## src/ttc_defines.svh

```systemverilog
// widths, offsets and reset values for one timer channel; offsets are byte addresses on an 8-bit bus
`ifndef TTC_DEFINES_SVH
`define TTC_DEFINES_SVH

// --------------------
// bus and field widths
// --------------------
`define TTC_ADDR_W        8
`define TTC_DATA_W        32
`define TTC_CNT_W         16
`define TTC_CLK_CTRL_W    7
`define TTC_CNTR_CTRL_W   5
`define TTC_EVT_W         3

// --------------------
// register offsets
// --------------------
`define TTC_ADDR_CLK_CTRL   8'h00
`define TTC_ADDR_CNTR_CTRL  8'h04
// read only
`define TTC_ADDR_COUNT      8'h08
`define TTC_ADDR_INTERVAL   8'h0C
`define TTC_ADDR_MATCH      8'h10
// read only, cleared by the read
`define TTC_ADDR_INT_STAT   8'h14
`define TTC_ADDR_INT_EN     8'h18

// --------------------
// reset values
// --------------------
`define TTC_CLK_CTRL_RST    7'h00
// counter comes out of reset disabled
`define TTC_CNTR_CTRL_RST   5'b00001
`define TTC_INT_EN_RST      3'b000

`endif

```

## src/ttc_reg_pkg.sv

```systemverilog
// register-side types; field layouts assume the widths in ttc_defines.svh and bit 0 as lsb
`include "ttc_defines.svh"

package ttc_reg_pkg;

  // --------------------
  // bus vectors
  // --------------------
  typedef logic [`TTC_ADDR_W-1:0] apb_addr_t;
  typedef logic [`TTC_DATA_W-1:0] apb_data_t;

  // clock control, msb first
  // divide ratio is 2**(prescale_val+1) when prescale_en is set
  typedef struct packed {
    // external clock select, stored only
    logic [1:0] ext_sel;
    logic [3:0] prescale_val;
    logic       prescale_en;
  } clk_ctrl_t;

  // counter control, msb first
  typedef struct packed {
    // self clearing, reads back as 0
    logic restart;
    logic match_en;
    logic decrement;
    logic interval_mode;
    logic cnt_disable;
  } cntr_ctrl_t;

  // per-register strobes out of the decoder
  typedef struct packed {
    logic clk_ctrl_sel;
    logic cntr_ctrl_sel;
    logic interval_sel;
    logic match_sel;
    logic int_en_sel;
    // read of the status register in its access cycle
    logic int_stat_rd;
  } ttc_reg_sel_t;

endpackage

```

## src/ttc_count_pkg.sv

```systemverilog
// count-side types; events are single-cycle pulses, bit order interval, match, overflow from lsb
`include "ttc_defines.svh"

package ttc_count_pkg;

  // --------------------
  // count path vectors
  // --------------------
  typedef logic [`TTC_CNT_W-1:0] count_t;

  // wide enough for the largest ratio 2**16
  typedef logic [15:0] prescale_cnt_t;

  // event pulses, msb first so interval sits at bit 0
  typedef struct packed {
    logic overflow;
    logic match;
    logic interval;
  } ttc_event_t;

  // restart edge tracking
  typedef enum logic {
    RST_IDLE,
    RST_HELD
  } restart_state_t;

endpackage

```

## src/ttc_reg_if_lite.sv

```systemverilog
// APB register decode; no wait states or errors, unmapped offsets read 0 and ignore writes
`timescale 1ns/100ps
`include "ttc_defines.svh"

module ttc_reg_if_lite (
  input  logic                      pclk14,
  input  logic                      n_p_reset14,
  input  logic                      psel,
  input  logic                      penable,
  input  logic                      pwrite,
  input  ttc_reg_pkg::apb_addr_t    paddr,
  input  ttc_reg_pkg::clk_ctrl_t    clk_ctrl,
  input  ttc_reg_pkg::cntr_ctrl_t   cntr_ctrl,
  input  ttc_count_pkg::count_t     count_value,
  input  ttc_count_pkg::count_t     interval,
  input  ttc_count_pkg::count_t     match_value,
  input  logic [`TTC_EVT_W-1:0]     int_stat,
  input  logic [`TTC_EVT_W-1:0]     int_en,
  output ttc_reg_pkg::ttc_reg_sel_t reg_sel,
  output ttc_reg_pkg::apb_data_t    prdata
);

  import ttc_reg_pkg::*;

  // access phase of a write or a read
  logic       wr_access;
  logic       rd_access;
  // counter control with restart masked for readback
  cntr_ctrl_t cntr_ctrl_rd;
  apb_data_t  rd_mux;

  assign wr_access = psel & penable & pwrite;
  assign rd_access = psel & penable & ~pwrite;

  // --------------------
  // write strobes
  // --------------------
  assign reg_sel.clk_ctrl_sel  = wr_access & (paddr == `TTC_ADDR_CLK_CTRL);
  assign reg_sel.cntr_ctrl_sel = wr_access & (paddr == `TTC_ADDR_CNTR_CTRL);
  assign reg_sel.interval_sel  = wr_access & (paddr == `TTC_ADDR_INTERVAL);
  assign reg_sel.match_sel     = wr_access & (paddr == `TTC_ADDR_MATCH);
  assign reg_sel.int_en_sel    = wr_access & (paddr == `TTC_ADDR_INT_EN);
  // status clears at the end of this access
  assign reg_sel.int_stat_rd   = rd_access & (paddr == `TTC_ADDR_INT_STAT);

  // --------------------
  // read mux
  // --------------------
  always_comb
  begin
    cntr_ctrl_rd         = cntr_ctrl;
    cntr_ctrl_rd.restart = 1'b0;
    rd_mux               = '0;
    case (paddr)
      `TTC_ADDR_CLK_CTRL:  rd_mux[`TTC_CLK_CTRL_W-1:0]  = clk_ctrl;
      `TTC_ADDR_CNTR_CTRL: rd_mux[`TTC_CNTR_CTRL_W-1:0] = cntr_ctrl_rd;
      `TTC_ADDR_COUNT:     rd_mux[`TTC_CNT_W-1:0]       = count_value;
      `TTC_ADDR_INTERVAL:  rd_mux[`TTC_CNT_W-1:0]       = interval;
      `TTC_ADDR_MATCH:     rd_mux[`TTC_CNT_W-1:0]       = match_value;
      `TTC_ADDR_INT_STAT:  rd_mux[`TTC_EVT_W-1:0]       = int_stat;
      `TTC_ADDR_INT_EN:    rd_mux[`TTC_EVT_W-1:0]       = int_en;
      default:             rd_mux                       = '0;
    endcase
  end

  // bus reads 0 when not selected
  assign prdata = psel ? rd_mux : '0;

  // only one register may take a write per access
  a_one_write_sel : assert property (
    @(posedge pclk14) disable iff (!n_p_reset14)
    $onehot0({reg_sel.clk_ctrl_sel, reg_sel.cntr_ctrl_sel, reg_sel.interval_sel,
              reg_sel.match_sel, reg_sel.int_en_sel})
  );

endmodule

```

## src/ttc_count_rst_lite.sv

```systemverilog
// clock control register and restart handling; bits 6..5 are stored but have no effect
`timescale 1ns/100ps
`include "ttc_defines.svh"

module ttc_count_rst_lite (
  input  logic                    pclk14,
  input  logic                    n_p_reset14,
  input  logic                    clk_ctrl_sel,
  input  logic                    restart,
  input  ttc_reg_pkg::clk_ctrl_t  pwdata,
  output logic                    count_en,
  output ttc_reg_pkg::clk_ctrl_t  clk_ctrl
);

  import ttc_count_pkg::*;

  restart_state_t rst_state;

  // --------------------
  // count enable
  // --------------------
  // one low cycle per rising restart, held off while restart stays high
  always_ff @(posedge pclk14 or negedge n_p_reset14)
  begin
    if (!n_p_reset14)
    begin
      rst_state <= RST_IDLE;
      count_en  <= 1'b0;
    end
    else
    begin
      case (rst_state)
        RST_IDLE:
        begin
          if (restart)
          begin
            rst_state <= RST_HELD;
            count_en  <= 1'b0;
          end
          else
          begin
            count_en <= 1'b1;
          end
        end
        RST_HELD:
        begin
          count_en <= 1'b1;
          // rearm once restart drops
          if (!restart)
          begin
            rst_state <= RST_IDLE;
          end
        end
        default:
        begin
          rst_state <= RST_IDLE;
          count_en  <= 1'b1;
        end
      endcase
    end
  end

  // --------------------
  // clock control register
  // --------------------
  always_ff @(posedge pclk14 or negedge n_p_reset14)
  begin
    if (!n_p_reset14)
    begin
      clk_ctrl <= `TTC_CLK_CTRL_RST;
    end
    else if (clk_ctrl_sel)
    begin
      clk_ctrl <= pwdata;
    end
  end

  // restart drop never lasts past one cycle
  a_count_en_drop : assert property (
    @(posedge pclk14) disable iff (!n_p_reset14)
    !count_en |=> count_en
  );

endmodule

```

## src/ttc_clock_prescaler_lite.sv

```systemverilog
// power-of-two prescaler; period restarts from the first cycle with count_en high
`timescale 1ns/100ps

module ttc_clock_prescaler_lite (
  input  logic                    pclk14,
  input  logic                    n_p_reset14,
  input  logic                    count_en,
  input  ttc_reg_pkg::clk_ctrl_t  clk_ctrl,
  output logic                    tick
);

  import ttc_count_pkg::*;

  prescale_cnt_t ps_cnt;
  // last count value of a period, 2**(N+1)-1
  prescale_cnt_t ps_terminal;
  logic          ps_wrap;

  // shifting out all ones for N=15 leaves 0xFFFF
  assign ps_terminal = ~(prescale_cnt_t'('1) << ({1'b0, clk_ctrl.prescale_val} + 5'd1));
  assign ps_wrap     = (ps_cnt == ps_terminal);

  // --------------------
  // prescale counter
  // --------------------
  always_ff @(posedge pclk14 or negedge n_p_reset14)
  begin
    if (!n_p_reset14)
    begin
      ps_cnt <= '0;
    end
    else if (!count_en || ps_wrap)
    begin
      ps_cnt <= '0;
    end
    else
    begin
      ps_cnt <= ps_cnt + 1'b1;
    end
  end

  // every count_en cycle when undivided
  assign tick = count_en & (~clk_ctrl.prescale_en | ps_wrap);

  // no tick during the restart drop
  a_no_tick_when_off : assert property (
    @(posedge pclk14) disable iff (!n_p_reset14)
    tick |-> count_en
  );

endmodule

```

## src/ttc_counter_lite.sv

```systemverilog
// 16-bit up/down counter; reprogramming interval below the count in up mode runs to 0xFFFF first
`timescale 1ns/100ps
`include "ttc_defines.svh"

module ttc_counter_lite (
  input  logic                      pclk14,
  input  logic                      n_p_reset14,
  input  logic                      tick,
  input  logic                      count_en,
  input  ttc_reg_pkg::ttc_reg_sel_t reg_sel,
  input  ttc_reg_pkg::apb_data_t    pwdata,
  output logic                      restart,
  output ttc_reg_pkg::cntr_ctrl_t   cntr_ctrl,
  output ttc_count_pkg::count_t     count_value,
  output ttc_count_pkg::count_t     interval,
  output ttc_count_pkg::count_t     match_value,
  output ttc_count_pkg::ttc_event_t events
);

  import ttc_reg_pkg::*;
  import ttc_count_pkg::*;

  // value loaded on restart and on interval reload
  count_t start_value;
  // count at its wrap or reload point
  logic   at_limit;
  logic   step_en;
  // count took a new value at the last edge
  logic   count_upd;

  // --------------------
  // control registers
  // --------------------
  always_ff @(posedge pclk14 or negedge n_p_reset14)
  begin
    if (!n_p_reset14)
    begin
      cntr_ctrl <= `TTC_CNTR_CTRL_RST;
    end
    else if (reg_sel.cntr_ctrl_sel)
    begin
      cntr_ctrl <= cntr_ctrl_t'(pwdata[`TTC_CNTR_CTRL_W-1:0]);
    end
    else
    begin
      // restart lasts one cycle
      cntr_ctrl.restart <= 1'b0;
    end
  end

  always_ff @(posedge pclk14 or negedge n_p_reset14)
  begin
    if (!n_p_reset14)
    begin
      interval    <= '0;
      match_value <= '0;
    end
    else
    begin
      if (reg_sel.interval_sel)
      begin
        interval <= pwdata[`TTC_CNT_W-1:0];
      end
      if (reg_sel.match_sel)
      begin
        match_value <= pwdata[`TTC_CNT_W-1:0];
      end
    end
  end

  assign restart = cntr_ctrl.restart;

  // --------------------
  // count path
  // --------------------
  always_comb
  begin
    start_value = '0;
    if (cntr_ctrl.decrement)
    begin
      start_value = cntr_ctrl.interval_mode ? interval : count_t'('1);
    end
    // down stops at 0, up at interval or all ones
    if (cntr_ctrl.decrement)
    begin
      at_limit = (count_value == '0);
    end
    else if (cntr_ctrl.interval_mode)
    begin
      at_limit = (count_value == interval);
    end
    else
    begin
      at_limit = (count_value == count_t'('1));
    end
  end

  assign step_en = count_en & tick & ~cntr_ctrl.cnt_disable;

  always_ff @(posedge pclk14 or negedge n_p_reset14)
  begin
    if (!n_p_reset14)
    begin
      count_value <= '0;
      count_upd   <= 1'b0;
    end
    else
    begin
      count_upd <= ~count_en | step_en;
      if (!count_en)
      begin
        count_value <= start_value;
      end
      else if (step_en)
      begin
        if (cntr_ctrl.interval_mode && at_limit)
        begin
          count_value <= start_value;
        end
        // overflow mode wraps through the natural carry
        else if (cntr_ctrl.decrement)
        begin
          count_value <= count_value - 1'b1;
        end
        else
        begin
          count_value <= count_value + 1'b1;
        end
      end
    end
  end

  // --------------------
  // event pulses
  // --------------------
  always_ff @(posedge pclk14 or negedge n_p_reset14)
  begin
    if (!n_p_reset14)
    begin
      events <= '0;
    end
    else
    begin
      events.interval <= step_en & cntr_ctrl.interval_mode & at_limit;
      events.overflow <= step_en & ~cntr_ctrl.interval_mode & at_limit;
      // once per arrival at the match value
      events.match    <= cntr_ctrl.match_en & count_upd & (count_value == match_value);
    end
  end

endmodule

```

## src/ttc_interrupt_lite.sv

```systemverilog
// sticky event status cleared by reading it; an event in the read cycle stays set
`timescale 1ns/100ps
`include "ttc_defines.svh"

module ttc_interrupt_lite (
  input  logic                      pclk14,
  input  logic                      n_p_reset14,
  input  ttc_count_pkg::ttc_event_t events,
  input  ttc_reg_pkg::ttc_reg_sel_t reg_sel,
  input  ttc_reg_pkg::apb_data_t    pwdata,
  output logic [`TTC_EVT_W-1:0]     int_stat,
  output logic [`TTC_EVT_W-1:0]     int_en,
  output logic                      irq
);

  // --------------------
  // status and enable
  // --------------------
  always_ff @(posedge pclk14 or negedge n_p_reset14)
  begin
    if (!n_p_reset14)
    begin
      int_stat <= '0;
      int_en   <= `TTC_INT_EN_RST;
    end
    else
    begin
      // new events win over the read clear
      int_stat <= (reg_sel.int_stat_rd ? '0 : int_stat) | events;
      if (reg_sel.int_en_sel)
      begin
        int_en <= pwdata[`TTC_EVT_W-1:0];
      end
    end
  end

  // registered interrupt line
  always_ff @(posedge pclk14 or negedge n_p_reset14)
  begin
    if (!n_p_reset14)
    begin
      irq <= 1'b0;
    end
    else
    begin
      irq <= |(int_stat & int_en);
    end
  end

  // irq always traces back to an enabled status bit
  a_irq_source : assert property (
    @(posedge pclk14) disable iff (!n_p_reset14)
    irq |-> $past(|(int_stat & int_en))
  );

endmodule

```

## src/ttc_timer_counter_lite.sv

```systemverilog
// single timer channel top; internal clock only, every APB access takes two cycles
`timescale 1ns/100ps
`include "ttc_defines.svh"

module ttc_timer_counter_lite (
  input  logic                   pclk14,
  input  logic                   n_p_reset14,
  input  logic                   psel,
  input  logic                   penable,
  input  logic                   pwrite,
  input  ttc_reg_pkg::apb_addr_t paddr,
  input  ttc_reg_pkg::apb_data_t pwdata,
  output ttc_reg_pkg::apb_data_t prdata,
  output logic                   irq
);

  import ttc_reg_pkg::*;
  import ttc_count_pkg::*;

  // --------------------
  // internal wires
  // --------------------
  ttc_reg_sel_t          reg_sel;
  clk_ctrl_t             clk_ctrl;
  cntr_ctrl_t            cntr_ctrl;
  count_t                count_value;
  count_t                interval;
  count_t                match_value;
  ttc_event_t            events;
  logic [`TTC_EVT_W-1:0] int_stat;
  logic [`TTC_EVT_W-1:0] int_en;
  logic                  restart;
  logic                  count_en;
  logic                  tick;

  // bus decode and readback
  ttc_reg_if_lite i_reg_if (
    .pclk14      (pclk14),
    .n_p_reset14 (n_p_reset14),
    .psel        (psel),
    .penable     (penable),
    .pwrite      (pwrite),
    .paddr       (paddr),
    .clk_ctrl    (clk_ctrl),
    .cntr_ctrl   (cntr_ctrl),
    .count_value (count_value),
    .interval    (interval),
    .match_value (match_value),
    .int_stat    (int_stat),
    .int_en      (int_en),
    .reg_sel     (reg_sel),
    .prdata      (prdata)
  );

  // clock control and restart
  ttc_count_rst_lite i_count_rst (
    .pclk14       (pclk14),
    .n_p_reset14  (n_p_reset14),
    .clk_ctrl_sel (reg_sel.clk_ctrl_sel),
    .restart      (restart),
    .pwdata       (clk_ctrl_t'(pwdata[`TTC_CLK_CTRL_W-1:0])),
    .count_en     (count_en),
    .clk_ctrl     (clk_ctrl)
  );

  // tick source
  ttc_clock_prescaler_lite i_prescaler (
    .pclk14      (pclk14),
    .n_p_reset14 (n_p_reset14),
    .count_en    (count_en),
    .clk_ctrl    (clk_ctrl),
    .tick        (tick)
  );

  // tick consumer
  ttc_counter_lite i_counter (
    .pclk14      (pclk14),
    .n_p_reset14 (n_p_reset14),
    .tick        (tick),
    .count_en    (count_en),
    .reg_sel     (reg_sel),
    .pwdata      (pwdata),
    .restart     (restart),
    .cntr_ctrl   (cntr_ctrl),
    .count_value (count_value),
    .interval    (interval),
    .match_value (match_value),
    .events      (events)
  );

  // event buffer until software reads it
  ttc_interrupt_lite i_interrupt (
    .pclk14      (pclk14),
    .n_p_reset14 (n_p_reset14),
    .events      (events),
    .reg_sel     (reg_sel),
    .pwdata      (pwdata),
    .int_stat    (int_stat),
    .int_en      (int_en),
    .irq         (irq)
  );

endmodule

```

## config.mk

```make
export PLATFORM = sky130hd
export DESIGN_NAME = ttc_timer_counter_lite
export DESIGN_NICKNAME = d
export VERILOG_FILES = /design/src/ttc_reg_pkg.sv /design/src/ttc_count_pkg.sv /design/src/ttc_reg_if_lite.sv /design/src/ttc_count_rst_lite.sv /design/src/ttc_clock_prescaler_lite.sv /design/src/ttc_counter_lite.sv /design/src/ttc_interrupt_lite.sv /design/src/ttc_timer_counter_lite.sv
export VERILOG_INCLUDE_DIRS = /design/src
export SDC_FILE = /design/constraint.sdc
export NUM_CORES = 1
export LEC_CHECK = 0
export BUFFER_PORTS_ARGS = -buffer_cell sky130_fd_sc_hd__clkbuf_2
export CAP_MARGIN = 20
export CORE_UTILIZATION = 45
export DETAILED_ROUTE_END_ITERATION = 7
export PLACE_DENSITY_LB_ADDON = 0.2
export SLEW_MARGIN = 20
export SYNTH_ARGS = -nofsm -noshare
export SYNTH_HDL_FRONTEND = slang
export SYNTH_SLANG_ARGS = --single-unit
export TNS_END_PERCENT = 100
```

## constraint.sdc

```tcl
create_clock -name pclk14 -period 4.95 [get_ports pclk14]
set_clock_uncertainty 0.2 [all_clocks]
set_input_delay 1.485 -clock pclk14 [delete_from_list [all_inputs] [get_ports pclk14]]
set_output_delay 1.485 -clock pclk14 [all_outputs]
set_load 0.005 [all_outputs]
```

## Word-level counts from Yosys, hierarchy flattened

Index checks and enable logic that the tools add are counted.

| storage, ports and cells | value |
|---|---|
| flip-flop bits (word level) | 89 |
| bits in latches | 0 |
| RAM bits | 0 |
| memory bits (read-only) | 0 |
| input port bits | 45 |
| memories | 0 |

| cells by class | value |
|---|---|
| add/sub/neg operators | 4 |
| multipliers | 0 |
| divide/modulo/power cells | 0 |
| $lt $le $gt $ge | 0 |
| eq/ne operators | 11 |
| shifts and indexed selects | 1 |
| mux-type cells | 19 |
| bitwise logic cells | 29 |
| reductions and logical operators | 6 |

Operator list:

| operator | count |
|---|---|
| $mux 16 | 8 |
| $eq 16x16->1 | 3 |
| $add 16x1->16 const B | 2 |
| $pmux 9 s3 | 1 |
| $eq 8x5->1 const B | 3 |
| $pmux 3 s7 | 1 |
| $and 1x1->1 | 18 |
| $eq 16x16->1 const B | 1 |
| $eq 8x4->1 const B | 2 |
| $logic_not 16->1 | 1 |
| $not 16->16 | 1 |
| $shl 16x5->16 const A | 1 |
| $sub 16x1->16 const B | 1 |
| $pmux 2 s5 | 1 |
| $eq 8x3->1 const B | 1 |
| $logic_not 8->1 | 1 |
| $pmux 2 s4 | 1 |
| $not 1->1 | 6 |
| $add 4x1->5 const B | 1 |
| $mux 1 | 5 |
| $and 3x3->3 | 1 |
| $mux 3 | 1 |
| $or 3x3->3 | 1 |
| $reduce_or 3->1 | 1 |
| 6 further kinds | 7 |

## Logic depth before layout (Yosys ltp)

Gate-level depths: netlist of run 1.

| depth | value |
|---|---|
| word-level depth | 10 |
| depth in mapped cells | 13 |
| gate-level depth less buffers | 10 |

## Hierarchy

From an unflattened synthesis of run 1, not the netlist that was laid out.

| unflattened totals | value |
|---|---|
| cells, all modules | 682 |
| area, all modules | 6422.4 um^2 |

By module, submodules not included:

| module | times used | cells an instance | area an instance (um^2) | seq. area each (um^2) |
|---|---|---|---|---|
| ttc_counter_lite | 1 | 376 | 3677.3 | 1427.6 |
| ttc_clock_prescaler_lite | 1 | 149 | 1317.5 | 400.4 |
| ttc_reg_if_lite | 1 | 123 | 830.8 | 0.0 |
| ttc_count_rst_lite | 1 | 18 | 347.8 | 225.2 |
| ttc_interrupt_lite | 1 | 16 | 249.0 | 175.2 |

## Least setup slack after synthesis of run 1

Ideal clock, no wire load.

| timing path | value |
|---|---|
| path type | input to output |
| from | in paddr[5] |
| to | out prdata[15] |
| arrival | 2.939 ns |
| slack | 0.326 ns |
| cell stages on the path | 7 |
| cell sequence | nor3_1 > nand2_1 > or3_1 > clkbuf_1 > nor2_1 > a222oi_1 > nor2_1 |

| between the ends | value |
|---|---|
| longest elaborated chain between the ends | 3 |

RTL lines:

| what | line | source |
|---|---|---|
| from (decl) | ttc_timer_counter_lite.sv:11 | `input ttc_reg_pkg::apb_addr_t paddr,` |
| $eq 8x5->1 or $eq 8x4->1 (tied branches) | ttc_reg_if_lite.sv:54 | `case (paddr)` |
| $pmux 9 s3 (*) | ttc_reg_if_lite.sv:54 |  |
| $mux 16 (*) | ttc_reg_if_lite.sv:67 | `assign prdata = psel ? rd_mux : '0;` |
| to (decl) | ttc_timer_counter_lite.sv:13 | `output ttc_reg_pkg::apb_data_t prdata,` |

Every way passes the cells marked *; elsewhere a longest branch is shown, timed or not.

## Worst setup path after layout of run 1

Ends and elaborated chain as after synthesis.

==> results.py, run 1 <==
metrics = {
    "status": {
        "outcome": "finished clean",
    },
    "yosys": {
        "ys_ff_latch": 89,
        "synthXorXnorAreaFrac_pct": 6.88,
        "synth-async-reset-ratio_pct": 100,
        "yosysSeqAreaShare_pct": 35.7,
        "yosys_warnings": 0,
        "synth_top_family_by_area": "simple AND/OR/NAND/NOR gates",
        "synthSimpleGateAreaFrac_pct": 19.7,
        "synth_edf_count": 0,
        "synth-compound-area-share_pct": 15.3,
        "synthCells": 666,
        "synth-adder-area-share_pct": 3.93,
        "syn_area_per_cell_um2": 9.37,
        "syn_area_um2": 6240,
        "muxShareOfSynthArea_pct": 13.1,
        "ys.flop_type": "dfrtp_1",
        "ys_types": 74,
    },
    "setup_path": {
        "cp_max_fo": 9,
        "r2r-end": "i_counter.count_value[14]",
        "cpMaxStageDelayCell": "or3_1",
        "ff2ff_path_depth": 10,
        "critPathKind": "in2out",
        "slowest_delay_ns": 0.34,
        "cp_data_required_time_ns": 3.26,
        "regToRegSetupSlack_ns": 1.06,
        "crit_chain": "clkbuf_2, nor3_1, nand2_1, or3_1, nor2_1, buf_4, a222oi_1, nor2_1, clkbuf_2",
        "worstSetupStartpointType": "input port",
        "rr_startpoint": "i_counter.cntr_ctrl[2]",
        "worstSetupEndpointType": "output port",
        "worstPathArrival_ns": 3.03,
    },
    "clock_network": {
        "cts_resized": 0,
        "clockBufferDepth": 2,
        "clock_sinks": 89,
        "post_cts_buffers": 0,
        "insertion_delay_ns": 0.35,
        "h-tree-depth": 3,
        "postCtsHoldBufs": 0,
        "cts-buffers-inserted": 9,
        "cts_tree": "done",
        "clkTransAtPathRegs_ns": 0.07,
        "root_buffer": "clkbuf_16",
    },
    "timing": {
        "max_freq_ghz": 0.212,
        "tightest_slew_ns": 0.907,
        "relSlewSlack_pct": 39.5,
        "min_period_over_period_pct": 95.2,
        "fin_tns_setup_ns": 0,
        "slew_viol_final": 0,
        "finalSetupViolCount": 0,
        "hold_viol_final": 0,
        "rsz0062_at_grt": "no",
        "fin_crit_ns": 4.71,
    },
    "finish": {
        "n_antenna_cell": 0,
        "drive_above_1_share_pct": 19.9,
        "design_area_um2": 6870,
        "layout.nets": 766,
        "final_cell_mix": "dfrtp_1 (88), nor2_1 (63), mux2_2 (51)",
        "final_common_cell": "dfrtp_1",
        "post-route-util_pct": 51.3,
        "syn_to_final_growth_pct": 10.1,
    },
    "die": {
        "dieHeight_um": 120,
        "core_um2": 13400,
        "die_w_um": 120,
        "boundaryPins": 78,
        "initial_core_util_pct": 46.6,
        "rows": 42,
        "dieArea_um2": 14300,
    },
    "global_routing": {
        "grt_max_degree": 72,
        "grt_pass1_vias": 5166,
        "grt_usage_pct": 23.9,
        "antenna_found_initial": 0,
        "gr-total-overflow": 0,
        "grt_pass1_wl_um": 26900,
    },
    "placement": {
        "port_buffers": 45,
        "place_congestion": 0.948,
        "dp_hpwl_um": 12100,
        "place_area_um2": 6570,
    },
    "detailed_routing": {
        "wl_per_cell_um": 18.2,
        "drc": 0,
        "wl_um": 16100,
        "drtIter0Drc": 438,
        "vias": 5216,
        "first_pass_iters": 5,
        "avgViaCountPerCell": 5.91,
        "detail-route-antenna-nets": 0,
    },
    "pwr": {
        "ir_worst_vdd_uv": 239,
        "p_per_area_nw_per_um2": 419,
        "power.leakage_nw": 3.07,
    },
    "worst_hold_path": {
        "holdCritStartpoint": "i_counter.restart",
        "holdPathEnd": "i_count_rst.rst_state",
        "hp-class": "reg2reg",
        "holdPathStages": 0,
    },
    "flow_run": {
        "maxCapViolCount": 0,
    },
}
## cell usage after synthesis (10+ instances only)
library cell | count | area [um2]
and3_1 | 11 | 68.8
ha_1 | 18 | 225
mux2i_1 | 15 | 150
buf_4 | 17 | 128
nand2_1 | 40 | 150
clkbuf_1 | 22 | 82.6
a222oi_1 | 11 | 110
nor2_1 | 63 | 236
a21oi_1 | 29 | 145
xor2_1 | 19 | 166
nor4_1 | 10 | 62.6
inv_1 | 16 | 60.1
nand3_1 | 22 | 110
nor2b_1 | 10 | 62.6
nor3_1 | 17 | 85.1
dfrtp_1 | 88 | 2200
o21ai_0 | 36 | 180
nand2b_1 | 10 | 62.6
mux2_2 | 51 | 574
xnor2_1 | 30 | 263
## critical path: cells and delay by family
family / cells / cell delay, ns
and+or+nand+nor: 5 / 1.00
buffers and inverters: 3 / 0.42
AOI/OAI and AO/OA: 1 / 0.11
## worst max-delay path by stage
stage	cells past startpoint	from	to	slack, ns
floorplan	7	paddr[5]	prdata[15]	0.33
finish	9	paddr[5]	prdata[15]	0.24
global route	9	paddr[5]	prdata[15]	0.06
global placement	9	paddr[5]	prdata[11]	0.29
detailed placement	9	paddr[5]	prdata[11]	0.26
CTS	9	paddr[5]	prdata[15]	0.23
## power by group
| group | switching (mW) | leakage (nW) | total (mW) | internal, mW |
|---|---|---|---|---|
| sequential | 0.221 | 1.17 | 1.04 | 0.820 |
| clock | 0.322 | 0.146 | 0.677 | 0.355 |
| combinational | 0.575 | 1.76 | 1.16 | 0.581 |
| total | 1.12 | 3.07 | 2.87 | 1.76 |
## area by class of cell
class,instances,area [um2]
fillers,1254,6530
multi-input cells,527,3730
flip-flops and latches,89,2230
repair buffers,58,325
clock buffers,9,225
well taps,176,220
clock inverters,7,71.3
inverters,17,63.8
## stage by stage
stage,hold WS [ns],std cells,worst slack (ns),power (mW)
after floorplan,0.155,681,0.326,1.93
after global placement,0.161,867,0.293,2.15
after detailed placement,0.167,867,0.263,2.20
after CTS,0.183,883,0.231,2.88
after global routing,0.212,883,0.0603,3.08
final,0.181,883,0.240,2.87
## registers in the layout, summed over array words and instances (netlist names)
name and count:
i_counter.count_value 16, i_counter.interval 16, i_counter.match_value 16, i_prescaler.ps_cnt 16, i_count_rst.clk_ctrl 7, i_counter.cntr_ctrl 4
i_counter.events 3, i_interrupt.int_en 3, i_interrupt.int_stat 3, i_count_rst.count_en 1, i_count_rst.rst_state 1, i_counter.count_upd 1
i_counter.restart 1, i_interrupt.irq 1
## metal layers
layer  global-route usage (%)  vias to the layer above  routed length [um]
li1                         -                     2498                   -
met1                     32.9                     2552                7560
met2                     38.2                      144                7540
met3                     3.71                       22                 664
met4                     7.97                        0                 303
met5                        0                        -                   0
## cells by family (layout without fill, tap and decap cells)
kind of cell	after synthesis	after routing
adders and majority gates	19	19
xor gates and xnor gates	49	49
other	1	16
and+or+nand+nor	233	233
DFF	89	89
muxes	72	72
buffers and inverters	65	91
AOI/OAI and AO/OA	138	138
(Power assumes the default switching activity.)
==> run 2, diff against run 1 <==
--- a/constraint.sdc
+++ b/constraint.sdc
@@ -3,3 +3,3 @@
 set_input_delay 1.485 -clock pclk14 [delete_from_list [all_inputs] [get_ports pclk14]]
 set_output_delay 1.485 -clock pclk14 [all_outputs]
-set_load 0.005 [all_outputs]
+set_load 0.05 [all_outputs]
==> run 2 against run 1 <==
Via count increased by 2.5%. Critical path depth unchanged. Final cell count decreased by 0.11%. Clock power increased by 4.9%. Design area increased by 3.3%. First-iteration DRC count increased by 0.46%. Sequential power about the same. Core utilization increased by 1.7 points. Sequential cell count unchanged. Register-to-register slack improved by 0.05 ns. Die area unchanged. Combinational power increased by 3%. Critical path type unchanged.
==> results.py, run 2 (same netlist as run 1, synthesis figures left out) <==
metrics = {
    "placement": {
        "place_congestion": 0.888,
        "dp_hpwl_um": 12100,
        "dpl.cell_count": 866,
        "pre_cts_ws_ns": 0.138,
        "port_buffers": 45,
    },
    "setup_path": {
        "worstSetupEndpointType": "output port",
        "cp_max_fo": 9,
        "regToRegSetupSlack_ns": 1.11,
        "slowest_delay_ns": 0.37,
        "crit_chain": "clkbuf_2, nor3_1, nand2_1, or3_1, nor2_1, buf_4, a222oi_1, nor2_2, clkbuf_2",
        "worstPathArrival_ns": 3.14,
        "ff2ff_path_depth": 11,
        "path_delay_family": "simple AND/OR/NAND/NOR gates",
        "path_common_cell": "clkbuf_2",
        "cp_data_required_time_ns": 3.26,
        "worstSetupStartpointType": "input port",
        "rr_startpoint": "i_counter.cntr_ctrl[2]",
        "r2r-end": "i_counter.count_value[14]",
        "critPathKind": "in2out",
        "crit_buf_inv": 3,
        "cpMaxStageDelayCell": "or3_1",
    },
    "finish": {
        "layout.nets": 765,
        "syn_to_final_growth_pct": 13.7,
        "final_cell_mix": "dfrtp_1 (88), nor2_1 (54), mux2_2 (51)",
        "post-route-util_pct": 53.0,
        "n_antenna_cell": 0,
        "final_cells": 882,
        "final_common_cell": "dfrtp_1",
        "drive_above_1_share_pct": 21.2,
    },
    "die": {
        "boundaryPins": 78,
        "die_w_um": 120,
        "core_um2": 13400,
        "initial_core_util_pct": 46.6,
        "dieHeight_um": 120,
        "rows": 42,
        "dieArea_um2": 14300,
    },
    "worst_hold_path": {
        "holdPathEnd": "i_count_rst.rst_state",
        "hp-class": "reg2reg",
        "holdPathStages": 0,
        "holdCritStartpoint": "i_counter.restart",
    },
    "timing": {
        "fin_crit_ns": 4.82,
        "max_freq_ghz": 0.207,
        "setup_slack_ns": 0.128,
        "rsz0062_at_grt": "no",
        "finalSetupViolCount": 0,
        "relSlewSlack_pct": 39.7,
        "min_period_over_period_pct": 97.4,
        "tightest_slew_ns": 0.882,
        "hold_viol_final": 0,
        "slew_viol_final": 0,
    },
    "global_routing": {
        "antenna_found_initial": 0,
        "grtUsageMet3_pct": 5.13,
        "gr-total-overflow": 0,
        "gr-usage-met2_pct": 38.5,
        "grt-busiest-layer": "met2",
        "grt_usage_pct": 24.4,
        "use_met1_pct": 33.1,
        "grt_pass1_vias": 5141,
        "grt_max_degree": 90,
        "grt_pass1_wl_um": 27200,
    },
    "detailed_routing": {
        "wl_um": 16500,
        "first_pass_iters": 6,
        "vias": 5348,
        "drtIter0Drc": 440,
        "avgViaCountPerCell": 6.06,
        "wl_per_cell_um": 18.7,
        "detail-route-antenna-nets": 0,
        "drc": 0,
    },
    "clock_network": {
        "cts_resized": 0,
        "insertion_delay_ns": 0.36,
        "cts-buffers-inserted": 9,
        "clock_sinks": 89,
        "cts_tree": "done",
        "clkTransAtPathRegs_ns": 0.06,
        "root_buffer": "clkbuf_16",
        "h-tree-depth": 3,
        "postCtsHoldBufs": 0,
        "post_cts_buffers": 0,
        "clockBufferDepth": 2,
    },
    "pwr": {
        "p_per_area_nw_per_um2": 416,
        "ir_worst_vdd_uv": 207,
        "power.leakage_nw": 3.11,
    },
    "status": {
        "outcome": "finished clean",
    },
    "flow_run": {
        "maxCapViolCount": 0,
    },
}
run 2: cell count changes in the layout (fill, tap and decap cells not counted), moves of 2 or more:
cell / change
buf_12: +13
clkbuf_2: -13
nor2_1: -9
nor2_2: +9
a21oi_1: -2
a21oi_2: +2
buf_4: -2
clkinvlp_4: +2
inv_6: -2
run 2: worst max-delay path by stage:
stage / startpoint / endpoint / cells past startpoint
after floorplan: paddr[5] / prdata[15] / 7
after global placement: paddr[5] / prdata[8] / 9
after detailed placement: paddr[5] / prdata[8] / 9
after CTS: paddr[5] / prdata[8] / 9
after global routing: paddr[5] / prdata[6] / 8
final: paddr[5] / prdata[7] / 9
run 2: routing by layer:
metal	share of wire, %	up-vias
met5	0	-
met4	2.7	0
met3	6.3	41
met2	47	207
met1	44	2613
li1	-	2487
run 2: stage by stage:
step	area, um2	setup TNS (ns)	hold slack, ns	power, mW
after global placement	6790	0	0.163	2.17
after detailed placement	6790	0	0.165	2.23
after floorplan	6320	-0.00822	0.155	1.95
final	7100	0	0.176	2.95
after CTS	7090	0	0.178	2.95
after global routing	7100	0	0.194	3.15
run 2: cell type report:
cell class,instances,area [um2]
fillers,1217,6300
multi-input cells,527,3760
flip-flops and latches,89,2230
repair buffers,57,517
clock buffers,10,229
well taps,176,220
clock inverters,6,73.8
inverters,17,63.8
run 2: where the power goes:
| part | total, mW | internal [mW] | leakage [nW] | switching, mW |
|---|---|---|---|---|
| clock | 0.710 | 0.398 | 0.141 | 0.312 |
| sequential | 1.04 | 0.820 | 1.17 | 0.219 |
| combinational | 1.20 | 0.582 | 1.80 | 0.621 |
| total | 2.95 | 1.80 | 3.11 | 1.15 |
